--- config.mk ---
export PLATFORM = sky130hd
export DESIGN_NAME = jt900h
export DESIGN_NICKNAME = d
export VERILOG_FILES = /design/src/hw/jt900h_pkg.sv /design/src/hw/jt900h_if.sv /design/src/hw/jt900h.sv /design/src/hw/jt900h_ctrl.sv /design/src/hw/jt900h_pc.sv /design/src/hw/jt900h_ramctl.sv /design/src/hw/jt900h_alu.sv /design/src/hw/jt900h_regs.sv
export VERILOG_INCLUDE_DIRS = /design/src /design/src/include
export SDC_FILE = /design/constraint.sdc
export NUM_CORES = 1
export LEC_CHECK = 0
export BUFFER_PORTS_ARGS = -buffer_cell sky130_fd_sc_hd__buf_2
export CAP_MARGIN = 20
export CORE_AREA = 2 2 232 120
export CTS_CLUSTER_DIAMETER = 40
export DETAILED_ROUTE_END_ITERATION = 6
export DIE_AREA = 0 0 234 122
export GPL_TIMING_DRIVEN = 0
export HOLD_SLACK_MARGIN = 0.06
export PLACE_DENSITY = 0.77
export SKIP_CTS_REPAIR_TIMING = 1
export SLEW_MARGIN = 10
export SYNTH_ARGS = -nofsm -noshare
export SYNTH_HDL_FRONTEND = slang
export SYNTH_SLANG_ARGS = --single-unit
--- constraint.sdc ---
create_clock -name clk -period 11.2 [get_ports clk]
set_clock_uncertainty 0.15 [all_clocks]
set_input_delay 0.56 -clock clk [delete_from_list [all_inputs] [get_ports clk]]
set_output_delay 0.56 -clock clk [all_outputs]
set_load 0.01 [all_outputs]
--- src/include/jt900h_macros.svh ---
// ==========================================================
// width and size macros for the cut-down 900H core
// data, address and register index widths, register count
// ==========================================================
`ifndef JT900H_MACROS_SVH
`define JT900H_MACROS_SVH

`define JT900H_DW   16  // data and instruction word
`define JT900H_AW   16  // external address, in words
`define JT900H_NREG 8   // register bank entries
`define JT900H_RW   3   // register index

`endif
--- src/hw/jt900h_pkg.sv ---
// ==========================================================
// jt900h_pkg: shared types for the cut-down 900H core
// opcode, ALU operation, flags, instruction word layout
// and the controller state encoding
// ==========================================================
package jt900h_pkg;

    // top nibble of each instruction word
    typedef enum logic [3:0] {
        LDI  = 4'd0,    // second word is the immediate
        ALU  = 4'd1,
        LDM  = 4'd2,    // dst <= mem[src]
        STM  = 4'd3,    // mem[src] <= dst
        JRZ  = 4'd4,
        JRNZ = 4'd5,
        DJNZ = 4'd6,
        HALT = 4'd7
    } opcode_t;

    typedef enum logic [2:0] {
        ADD, SUB, AND, OR, XOR, CP, DEC
    } alu_op_t;

    typedef struct packed {
        logic z;
        logic c;
        logic s;
        logic v;
    } flags_t;

    // jumps read the low byte as a signed word offset
    typedef struct packed {
        opcode_t     opcode;
        logic [2:0]  dst;
        logic [2:0]  src;
        alu_op_t     op;
        logic [2:0]  spare;
    } insn_t;

    typedef enum logic [3:0] {
        S_FETCH, S_FWAIT, S_IMM, S_IWAIT, S_GO, S_WB,
        S_LDM, S_LWAIT, S_STM, S_SWAIT, S_JUMP, S_HALT
    } cpu_state_t;

endpackage

--- src/hw/jt900h_if.sv ---
// ==========================================================
// regs_if: register bank read/write port
// alu_if: ALU control, result and flags
// ==========================================================
`timescale 1ns/1ps
`include "jt900h_macros.svh"

interface regs_if;
    logic [`JT900H_RW-1:0] src, dst;
    logic                  we;
    logic                  wsel;      // 1 = ALU result, 0 = memory word
    logic [`JT900H_DW-1:0] src_out, dst_out;

    modport ctrl (output src, dst, we, wsel);
    modport regs (input src, dst, we, wsel, output src_out, dst_out);
    modport alu  (input src_out, dst_out);
endinterface

interface alu_if;
    jt900h_pkg::alu_op_t   op;
    logic                  go;
    logic                  imm_sel;   // constant one replaces src
    logic [`JT900H_DW-1:0] dout;
    jt900h_pkg::flags_t    flags;
    logic                  cnt_zero;

    modport ctrl (output op, go, imm_sel, input flags, cnt_zero);
    modport alu  (input op, go, imm_sel, output dout, flags, cnt_zero);
endinterface

--- src/hw/jt900h.sv ---
// ==========================================================
// jt900h: top level of the cut-down 900H core
// controller, register bank, ALU, RAM controller and PC
// ==========================================================
`timescale 1ns/1ps
`include "jt900h_macros.svh"

module jt900h(
    input                         clk,
    input                         rst_n,
    input                         cen,
    // external memory bus
    output    [`JT900H_AW-1:0]    ram_addr,
    output    [`JT900H_DW-1:0]    ram_wdata,
    output                        ram_we,
    output                        ram_req,
    input                         ram_ack,
    input     [`JT900H_DW-1:0]    ram_rdata,
    // register dump
    input     [7:0]               dmp_addr,
    output    [7:0]               dmp_din,
    output                        halted
);

logic                  mem_rd, mem_wr, mem_sel, mem_rdy;
logic [`JT900H_DW-1:0] mem_dout;
logic                  pc_inc, pc_rel;
logic [7:0]            rel_off;
logic [`JT900H_AW-1:0] pc;

regs_if rg();
alu_if  al();

jt900h_ctrl u_ctrl(
    .clk        ( clk       ),
    .rst_n      ( rst_n     ),
    .cen        ( cen       ),
    .rg         ( rg.ctrl   ),
    .al         ( al.ctrl   ),
    .mem_rd     ( mem_rd    ),
    .mem_wr     ( mem_wr    ),
    .mem_sel    ( mem_sel   ),
    .mem_rdy    ( mem_rdy   ),
    .mem_dout   ( mem_dout  ),
    .pc_inc     ( pc_inc    ),
    .pc_rel     ( pc_rel    ),
    .rel_off    ( rel_off   ),
    .halted     ( halted    )
);

jt900h_regs u_regs(
    .clk        ( clk       ),
    .rst_n      ( rst_n     ),
    .cen        ( cen       ),
    .rg         ( rg.regs   ),
    .alu_dout   ( al.dout   ),
    .mem_dout   ( mem_dout  ),
    .dmp_addr   ( dmp_addr  ),
    .dmp_din    ( dmp_din   )
);

jt900h_alu u_alu(
    .clk        ( clk       ),
    .rst_n      ( rst_n     ),
    .cen        ( cen       ),
    .al         ( al.alu    ),
    .rg         ( rg.alu    )
);

jt900h_ramctl u_ramctl(
    .clk        ( clk        ),
    .rst_n      ( rst_n      ),
    .cen        ( cen        ),
    .mem_rd     ( mem_rd     ),
    .mem_wr     ( mem_wr     ),
    .mem_sel    ( mem_sel    ),
    .pc         ( pc         ),
    .daddr      ( rg.src_out ),   // register-indirect only
    .wdata      ( rg.dst_out ),
    .mem_rdy    ( mem_rdy    ),
    .mem_dout   ( mem_dout   ),
    .ram_addr   ( ram_addr   ),
    .ram_wdata  ( ram_wdata  ),
    .ram_we     ( ram_we     ),
    .ram_req    ( ram_req    ),
    .ram_ack    ( ram_ack    ),
    .ram_rdata  ( ram_rdata  )
);

jt900h_pc u_pc(
    .clk        ( clk       ),
    .rst_n      ( rst_n     ),
    .cen        ( cen       ),
    .inc        ( pc_inc    ),
    .rel        ( pc_rel    ),
    .off        ( rel_off   ),
    .pc         ( pc        )
);

endmodule

--- src/hw/jt900h_ctrl.sv ---
// ==========================================================
// jt900h_ctrl: instruction register and sequencing FSM
// fetch, decode, ALU issue, memory access, branch decision
// ==========================================================
`timescale 1ns/1ps
`include "jt900h_macros.svh"

module jt900h_ctrl(
    input                         clk,
    input                         rst_n,
    input                         cen,
    regs_if.ctrl                  rg,
    alu_if.ctrl                   al,
    // RAM controller
    output logic                  mem_rd,
    output logic                  mem_wr,
    output logic                  mem_sel,   // 0 = pc, 1 = src register
    input                         mem_rdy,
    input      [`JT900H_DW-1:0]   mem_dout,
    // program counter
    output logic                  pc_inc,
    output logic                  pc_rel,
    output logic [7:0]            rel_off,
    output logic                  halted
);

jt900h_pkg::cpu_state_t state;
jt900h_pkg::insn_t      ir, fetched;
logic                   is_djnz, taken;

assign fetched = mem_dout;
assign is_djnz = ir.opcode == jt900h_pkg::DJNZ;

always_comb begin
    case (ir.opcode)
        jt900h_pkg::JRZ:  taken = al.flags.z;
        jt900h_pkg::JRNZ: taken = !al.flags.z;
        jt900h_pkg::DJNZ: taken = !al.cnt_zero;   // counter not about to reach zero
        default:          taken = 1'b0;
    endcase
end

// register and ALU port
assign rg.src  = ir.src;
assign rg.dst  = ir.dst;
assign rg.we   = state == jt900h_pkg::S_WB;
assign rg.wsel = ir.opcode == jt900h_pkg::ALU || is_djnz;

assign al.op      = is_djnz ? jt900h_pkg::DEC : ir.op;
assign al.imm_sel = is_djnz;
assign al.go      = state == jt900h_pkg::S_GO ||
                    (state == jt900h_pkg::S_JUMP && is_djnz);

// memory and pc requests
assign mem_rd  = state == jt900h_pkg::S_FETCH || state == jt900h_pkg::S_IMM ||
                 state == jt900h_pkg::S_LDM;
assign mem_wr  = state == jt900h_pkg::S_STM;
assign mem_sel = state == jt900h_pkg::S_LDM || state == jt900h_pkg::S_STM;
assign pc_inc  = state == jt900h_pkg::S_FETCH || state == jt900h_pkg::S_IMM;
assign pc_rel  = state == jt900h_pkg::S_JUMP && taken;
assign rel_off = ir[7:0];
assign halted  = state == jt900h_pkg::S_HALT;

always_ff @(posedge clk) begin
    if (cen && state == jt900h_pkg::S_FWAIT && mem_rdy) ir <= fetched;
end

always_ff @(posedge clk) begin
    if (!rst_n) begin
        state <= jt900h_pkg::S_FETCH;
    end else if (cen) begin
        case (state)
            jt900h_pkg::S_FETCH: state <= jt900h_pkg::S_FWAIT;
            jt900h_pkg::S_FWAIT: begin
                if (mem_rdy) begin
                    case (fetched.opcode)     // decode straight off the bus word
                        jt900h_pkg::LDI:  state <= jt900h_pkg::S_IMM;
                        jt900h_pkg::ALU:  state <= jt900h_pkg::S_GO;
                        jt900h_pkg::LDM:  state <= jt900h_pkg::S_LDM;
                        jt900h_pkg::STM:  state <= jt900h_pkg::S_STM;
                        jt900h_pkg::JRZ,
                        jt900h_pkg::JRNZ,
                        jt900h_pkg::DJNZ: state <= jt900h_pkg::S_JUMP;
                        jt900h_pkg::HALT: state <= jt900h_pkg::S_HALT;
                        default:          state <= jt900h_pkg::S_FETCH;  // nop
                    endcase
                end
            end
            jt900h_pkg::S_IMM: state <= jt900h_pkg::S_IWAIT;
            jt900h_pkg::S_IWAIT: if (mem_rdy) state <= jt900h_pkg::S_WB;
            jt900h_pkg::S_GO: begin
                // cp only updates the flags
                state <= ir.op == jt900h_pkg::CP ? jt900h_pkg::S_FETCH : jt900h_pkg::S_WB;
            end
            jt900h_pkg::S_LDM: state <= jt900h_pkg::S_LWAIT;
            jt900h_pkg::S_LWAIT: if (mem_rdy) state <= jt900h_pkg::S_WB;
            jt900h_pkg::S_STM: state <= jt900h_pkg::S_SWAIT;
            jt900h_pkg::S_SWAIT: if (mem_rdy) state <= jt900h_pkg::S_FETCH;
            jt900h_pkg::S_JUMP: state <= is_djnz ? jt900h_pkg::S_WB : jt900h_pkg::S_FETCH;
            jt900h_pkg::S_HALT: state <= jt900h_pkg::S_HALT;  // until reset
            default: state <= jt900h_pkg::S_FETCH;
        endcase
    end
end

endmodule

--- src/hw/jt900h_pc.sv ---
// ==========================================================
// jt900h_pc: program counter
// one step per fetch, signed relative branch
// ==========================================================
`timescale 1ns/1ps
`include "jt900h_macros.svh"

module jt900h_pc(
    input                         clk,
    input                         rst_n,
    input                         cen,
    input                         inc,
    input                         rel,
    input      [7:0]              off,   // signed, in words
    output logic [`JT900H_AW-1:0] pc
);

logic [`JT900H_AW-1:0] off_ext;

assign off_ext = {{(`JT900H_AW-8){off[7]}}, off};

always_ff @(posedge clk) begin
    if (!rst_n) begin
        pc <= '0;
    end else if (cen) begin
        if (inc)
            pc <= pc + 1'b1;
        else if (rel)
            pc <= pc + off_ext;     // pc already past the branch word
    end
end

endmodule

--- src/hw/jt900h_ramctl.sv ---
// ==========================================================
// jt900h_ramctl: four-phase req/ack bus master
// fetch, load and store, one access at a time
// ==========================================================
`timescale 1ns/1ps
`include "jt900h_macros.svh"

module jt900h_ramctl(
    input                         clk,
    input                         rst_n,
    input                         cen,
    input                         mem_rd,
    input                         mem_wr,
    input                         mem_sel,
    input      [`JT900H_AW-1:0]   pc,
    input      [`JT900H_AW-1:0]   daddr,
    input      [`JT900H_DW-1:0]   wdata,
    output logic                  mem_rdy,
    output logic [`JT900H_DW-1:0] mem_dout,
    // external bus
    output logic [`JT900H_AW-1:0] ram_addr,
    output logic [`JT900H_DW-1:0] ram_wdata,
    output logic                  ram_we,
    output logic                  ram_req,
    input                         ram_ack,
    input      [`JT900H_DW-1:0]   ram_rdata
);

typedef enum logic [1:0] { IDLE, ACK_HI, ACK_LO } bus_state_t;

bus_state_t st;

always_ff @(posedge clk) begin
    if (!rst_n) begin
        st      <= IDLE;
        ram_req <= 1'b0;
        ram_we  <= 1'b0;
        mem_rdy <= 1'b0;
    end else if (cen) begin
        mem_rdy <= 1'b0;
        case (st)
            IDLE: if (mem_rd || mem_wr) begin
                ram_req <= 1'b1;
                ram_we  <= mem_wr;
                st      <= ACK_HI;
            end
            ACK_HI: if (ram_ack) begin
                ram_req <= 1'b0;
                st      <= ACK_LO;
            end
            ACK_LO: if (!ram_ack) begin   // bus free again
                ram_we  <= 1'b0;
                mem_rdy <= 1'b1;
                st      <= IDLE;
            end
            default: st <= IDLE;
        endcase
    end
end

// address, data and read word
always_ff @(posedge clk) begin
    if (cen) begin
        if (st == IDLE && (mem_rd || mem_wr)) begin
            ram_addr  <= mem_sel ? daddr : pc;
            ram_wdata <= wdata;
        end
        if (st == ACK_HI && ram_ack && !ram_we) mem_dout <= ram_rdata;
    end
end

endmodule

--- src/hw/jt900h_alu.sv ---
// ==========================================================
// jt900h_alu: add, sub, logic ops, cp and dec
// registered result and z/c/s/v flags, djnz counter test
// ==========================================================
`timescale 1ns/1ps
`include "jt900h_macros.svh"

module jt900h_alu(
    input             clk,
    input             rst_n,
    input             cen,
    alu_if.alu        al,
    regs_if.alu       rg
);

localparam MSB = `JT900H_DW - 1;

logic [`JT900H_DW-1:0] a, b, r;
logic                  c, v;
jt900h_pkg::flags_t    nf;

assign a = rg.dst_out;
assign b = al.imm_sel ? {{MSB{1'b0}}, 1'b1} : rg.src_out;
assign al.cnt_zero = rg.dst_out == {{MSB{1'b0}}, 1'b1};  // last pass of djnz

always_comb begin
    r = a;
    c = 1'b0;
    v = 1'b0;
    case (al.op)
        jt900h_pkg::ADD: begin
            {c, r} = {1'b0, a} + {1'b0, b};
            v = (a[MSB] == b[MSB]) && (r[MSB] != a[MSB]);
        end
        jt900h_pkg::SUB, jt900h_pkg::CP, jt900h_pkg::DEC: begin
            {c, r} = {1'b0, a} - {1'b0, b};     // c is the borrow
            v = (a[MSB] != b[MSB]) && (r[MSB] != a[MSB]);
            if (al.op == jt900h_pkg::DEC) c = al.flags.c;
        end
        jt900h_pkg::AND: r = a & b;
        jt900h_pkg::OR:  r = a | b;
        jt900h_pkg::XOR: r = a ^ b;
        default:         r = a;
    endcase
    nf.z = r == '0;
    nf.c = c;
    nf.s = r[MSB];
    nf.v = v;
end

always_ff @(posedge clk) begin
    if (!rst_n) begin
        al.flags <= '0;
    end else if (cen && al.go) begin
        al.flags <= nf;
    end
end

always_ff @(posedge clk) begin
    if (cen && al.go) al.dout <= r;   // valid from the next cycle
end

endmodule

--- src/hw/jt900h_regs.sv ---
// ==========================================================
// jt900h_regs: eight-entry register bank
// two read ports, one write port, byte-wide dump port
// ==========================================================
`timescale 1ns/1ps
`include "jt900h_macros.svh"

module jt900h_regs(
    input                         clk,
    input                         rst_n,
    input                         cen,
    regs_if.regs                  rg,
    input      [`JT900H_DW-1:0]   alu_dout,
    input      [`JT900H_DW-1:0]   mem_dout,
    input      [7:0]              dmp_addr,
    output logic [7:0]            dmp_din
);

logic [`JT900H_DW-1:0] bank [`JT900H_NREG];
logic [`JT900H_DW-1:0] dmp_word;

assign rg.src_out = bank[rg.src];
assign rg.dst_out = bank[rg.dst];
assign dmp_word   = bank[dmp_addr[3:1]];

always_ff @(posedge clk) begin
    if (!rst_n) begin
        for (int i = 0; i < `JT900H_NREG; i++) bank[i] <= '0;
    end else if (cen && rg.we) begin
        bank[rg.dst] <= rg.wsel ? alu_dout : mem_dout;
    end
end

// bit 0 picks the byte
always_ff @(posedge clk) begin
    if (cen) dmp_din <= dmp_addr[0] ? dmp_word[15:8] : dmp_word[7:0];
end

endmodule

# Word-level counts from Yosys, hierarchy flattened
# Memory sizes are Yosys's and may differ from the RTL's. A register that Yosys moved wholly into a read port is not among the register bits.
# Cells that the tools add are included.
# W data, S select, Z words.
[totals]
reg_bits = 114
mem_bits_rw = 128
rom_bits = 32
word_cells = 130
n_memories = 2
[mem_list]
columns = ["memory", "words", "width", "read_ports", "rd_clocked_by_memory_dff", "wr", "line", "source"]
rows = [
  ["u_regs.bank", 8, 16, 3, 2, 8, "jt900h_regs.sv:19", "logic [`JT900H_DW-1:0] bank [`JT900H_NREG];"],
  ["(no name shown)", 8, 4, 1, 1, 0, "jt900h_ctrl.sv:76", "case (fetched.opcode)"],
]
[classes]
addsub = 4
n_eq_ne = 31
n_mux = 38
n_bitwise = 3
reduce_logical = 35
[ops]
columns = ["cell", "count"]
rows = [
  ["$mux W16", 6],
  ["$pmux W16 S5", 1],
  ["$pmux W4 S10", 1],
  ["$add A16 B16 Y16", 2],
  ["$eq A4 B3 Y1 const B", 7],
  ["$mux W3", 7],
  ["$add A16 B1 Y16 const B", 1],
  ["$and A16 B16 Y16", 1],
  ["$eq A16 B1 Y1 const B", 1],
  ["$eq A4 B4 Y1 const B", 4],
  ["$logic_not A16 Y1", 1],
  ["$mux W4", 4],
  ["$or A16 B16 Y16", 1],
  ["$reduce_and A4 Y1", 4],
  ["$reduce_or A16 Y1", 1],
  ["$sub A16 B16 Y16", 1],
  ["$xor A16 B16 Y16", 1],
  ["$eq A3 B3 Y1 const B", 4],
  ["$mux W1", 11],
  ["$logic_and A1 B1 Y1", 9],
  ["$eq A4 B1 Y1 const B", 2],
  ["$eq A4 B2 Y1 const B", 2],
  ["$mux W8", 1],
  ["$eq A3 B2 Y1 const B", 2],
  ["18 further kinds", 36],
]

# Depth between registers and ports, before layout
[depth]
ltp_word = 7
depth_mapped = 22
mapped_depth_nobuf = 19

# Modules after synthesis
# From an unflattened synthesis, not the netlist that was laid out.
[hier_totals]
hier_cells = 1395
area_unflattened_um2 = 15997.8
[by_module_without_submodules]
columns = ["mod", "n_inst", "cells_per_inst", "area_per_inst_um2", "seq_area_each_um2"]
rows = [
  ["jt900h_regs", 1, 531, 7927.6, 4083.9],
  ["jt900h_alu", 1, 503, 3782.4, 560.5],
  ["jt900h_ramctl", 1, 94, 1886.8, 1541.5],
  ["jt900h_pc", 1, 159, 1248.7, 320.3],
  ["jt900h_ctrl", 1, 108, 1152.4, 560.5],
]

# Worst setup path before layout
# OpenSTA, ideal clock, no wires.
[synth_path]
path_type = "flip-flop to flip-flop"
start = "reg with a tool-made name"
end = "reg u_alu.al.dout[15], data pin"
setup_time_ns = 0.257
arrival_time_ns = 4.088
t_required_ns = 10.793
setup_slack_ns = 6.705
stages_incl_launch_ff = 18
n_path_buf = 1
synth_period_minus_slack_ns = 4.495
path_cell_list = "dfxtp_1 buf_4 mux4_2 mux2i_4 and4_1 nor4b_4 nand2_1 o21ai_0 xnor2_1 ha_1 or4_1 nor2_1 a211oi_1 a211o_1 a21oi_1 xnor3_1 a21oi_1 nor2_1"
[synth_rtl]
columns = ["element", "line", "source"]
rows = [
  ["end signal, assigned", "jt900h_alu.sv:60", "if (cen && al.go) al.dout <= r;"],
  ["end, declared", "jt900h_if.sv:28", "modport alu (input op, go, imm_sel, output dout, flags, cnt_zero);"],
]

==> reports/results.ini <==
[run_status]
status = complete, no violations

[layout]
drive_gt1_frac = 0.184
fillCellCount = 2039
seq_area_um2 = 7210
nets = 1501
areaGrowthSynthToFinish_pct = 14.3
most-common-layout-cells = 216 x edfxtp_1, 214 x nor2_1, 92 x nand2_1
multi_input_area_um2 = 7350
final_common_cell = edfxtp_1
utilization = 0.642

[timing]
slew_headroom = 0.204
finalSetupTns_ns = 0
slew_viol_final = 0
period_share = 0.582
hold_violations = 0
fmax_mhz = 153
min_period_ns = 6.52
rsz0062_at_grt = false
finalSetupViolCount = 0
tightest_slew_ns = 1.19

[critical_path]
start_kind = register
crit_chain = buf_4 -> nor2b_1 -> a22oi_1 -> nand2_1 -> and4_1 -> nor4b_4 -> nand2_1 -> nor3_1 -> nor2_1 -> xnor2_1 -> ha_1 -> nor2_1 -> a211oi_1 -> a311oi_1 -> o21ai_0 -> nor3_1 -> a41oi_1 -> nor2_1
cp_data_arrival_time_ns = 6.83
cp-end-kind = register
crit_cells = 18
crit_family = compound AO/OA/AOI/OAI gates
cpMostUsedCell = nor2_1
critical_path.max_stage_delay_ns = 0.98
path_class = register to register
reg2reg_depth = 18
required_ns = 11.50
path_buf_inv = 1
cp_slowest_cell = a211oi_1
worstPathMaxFanout = 10

[synth]
yosysTopAreaCell = edfxtp_1
synth_seq_area_share = 0.478
syn_avg_cell_area_um2 = 11.7
synth_area_um2 = 15100
syn_inst = 1289
synth_edf_count = 216
synth_area_leaders = edfxtp_1 43%, mux4_2 13%, mux2i_1 5.4%, nor2_1 5.3%, ha_1 5.1%
syn_nets = 1380
yosysTopAreaCellShare = 0.430
async_flop_share = 0
ys_warn_count = 0
ys_seq_elements = 252
ys.flop_type = edfxtp_1
synth.distinct_cells = 77

[cts]
path_clk_slew_ns = 0.07
numCtsBuffers = 28
cts_root_buf = clkbuf_16
tritoncts = built
insertion_delay_ns = 0.58
htree_levels = 1
cts.sinks = 252
cts.path.max_buffers = 3

[global_route]
gr-total-overflow = 0
grt_max_degree = 33
antenna_found_initial = 1
grt_pass1_wl_mm = 74.3
grtUsageTotal = 0.367
grt_pass1_vias = 11370

[die]
ioPinCount = 71
row_count = 43
die_area_um2 = 28500
die_h_um = 122
die_width_um = 234
core_region_area_um2 = 26800
start_util = 0.562

[drt]
drtIter0Drc = 2014
met2_wirelength_mm = 18.9
drt-met1-wl_mm = 21.6
route.detailed.drc = 0
vias = 12363
drt_pass1_iterations = 6
vias_per_cell = 6.90
antenna_left = 0
highest_layer = met5
wl_mm = 52.1
wl_per_cell_um = 29.1
wl_met3_mm = 10.7

[flow_run]
drv_cap = 0

[power]
totalPowerFinal_mw = 2.37
p_per_area_nw_per_um2 = 137
ir_drop_mv = 0.144
leakagePower_nw = 6.70

[placed_design]
numPortBuffers = 63
dp_hpwl_mm = 39.3
gp_congestion = 1.03

[min_path]
holdPathStages = 4
hold_class = input port to register

[power breakdown]
part / switching (mW) / leakage [nW] / internal [mW]
combinational: 0.165 / 3.78 / 0.103
sequential: 0.0253 / 2.44 / 1.06
clock: 0.434 / 0.479 / 0.579
[registers in the layout, indices dropped and copies added (netlist names), 2 cells and up, named ones only]
signal,cells
u_ramctl.ram_addr,16
u_ctrl.rg.dst,3
u_ramctl.st,2
u_ctrl.ir,4
u_pc.pc,16
u_alu.al.dout,16
u_ctrl.state,4
u_ctrl.rg.src,3
u_ramctl.ram_wdata,16
u_ctrl.rel_off,6
u_regs.bank,128
u_regs.dmp_din,8
u_ramctl.mem_dout,16
[layer usage]
layer	up-vias	GRT usage
met5	-	0.0260
met4	4	0.0617
met3	102	0.239
met2	1104	0.435
met1	6016	0.547
li1	5137	-
[cell usage after synthesis (4+ instances only)]
cell,number
a211oi_1,6
a21o_1,8
a21oi_1,58
a221oi_1,4
a222oi_1,4
a22o_1,4
a22oi_1,17
a31oi_1,8
and2_1,11
and3_1,5
and4_1,4
buf_1,6
buf_2,10
buf_4,8
buf_6,5
clkbuf_1,34
dfxtp_1,36
edfxtp_1,216
ha_1,61
inv_1,53
mux2_2,9
mux2i_1,82
mux4_2,86
nand2_1,92
nand2b_1,10
nand3_1,15
nand4_1,7
nor2_1,215
nor2b_1,18
nor3_1,15
nor4_1,7
o2111ai_1,4
o211ai_1,4
o21a_1,7
o21ai_0,48
o22ai_1,6
o31a_1,6
or2_2,4
or3_1,7
xnor2_1,20
xor2_1,10
[final timing paths]
kind	from	end	slack [ns]
setup / recovery	register	u_alu.al.flags[3]	4.68
hold reg to reg	u_ramctl.mem_dout[0]	u_ctrl.rel_off[0]	0.33
setup reg to reg	register	u_alu.al.flags[3]	4.68
hold / removal	ram_ack	u_ramctl.mem_rdy	0.23
[layout make-up]
class	count	share of cell area
multi-input cells	917	0.426
inverters	56	0.0122
plain buffers	64	0.0192
flip-flops and latches	252	0.418
repair buffers	91	0.0401
clock buffers	33	0.0429
well taps	360	0.0261
diodes	1	0.000145
clock inverters	19	0.0154
[metrics by stage]
step | hold slack, ns | cell area, um2 | worst slack [ns] | instances
after floorplan | 0.276 | 15100 | 6.71 | 1289
after global placement | 0.315 | 15900 | 5.36 | 1712
after detailed placement | 0.311 | 15900 | 5.34 | 1716
after CTS | 0.0139 | 16900 | 5.31 | 1768
after global routing | 0.219 | 17200 | 4.68 | 1792
final | 0.225 | 17200 | 4.68 | 1793
[worst reg2reg max path, stage by stage (launching register included)]
cell and delay (ns):
dfxtp_1 0.44, buf_4 0.27, nor2b_1 0.70, a22oi_1 0.26, nand2_1 0.33, and4_1 0.34, nor4b_4 0.30, nand2_1 0.16
nor3_1 0.25, nor2_1 0.09, xnor2_1 0.29, ha_1 0.31, nor2_1 0.07, a211oi_1 0.98, a311oi_1 0.22, o21ai_0 0.87
nor3_1 0.11, a41oi_1 0.21, nor2_1 0.07
[cells by family (layout without fill, tap and decap cells)]
group           after synthesis  count (layout)  share of synthesized area
other cells                   0               1                          0
buf+inv                     120             263                     0.0359
compound gates              212             212                     0.0913
fa+ha+maj                    64              64                     0.0539
flops                       252             252                      0.478
simple gates                431             431                      0.130
xor+xnor                     31              31                     0.0189
mux                         179             179                      0.192
Power figures use the tool's default switching activity.
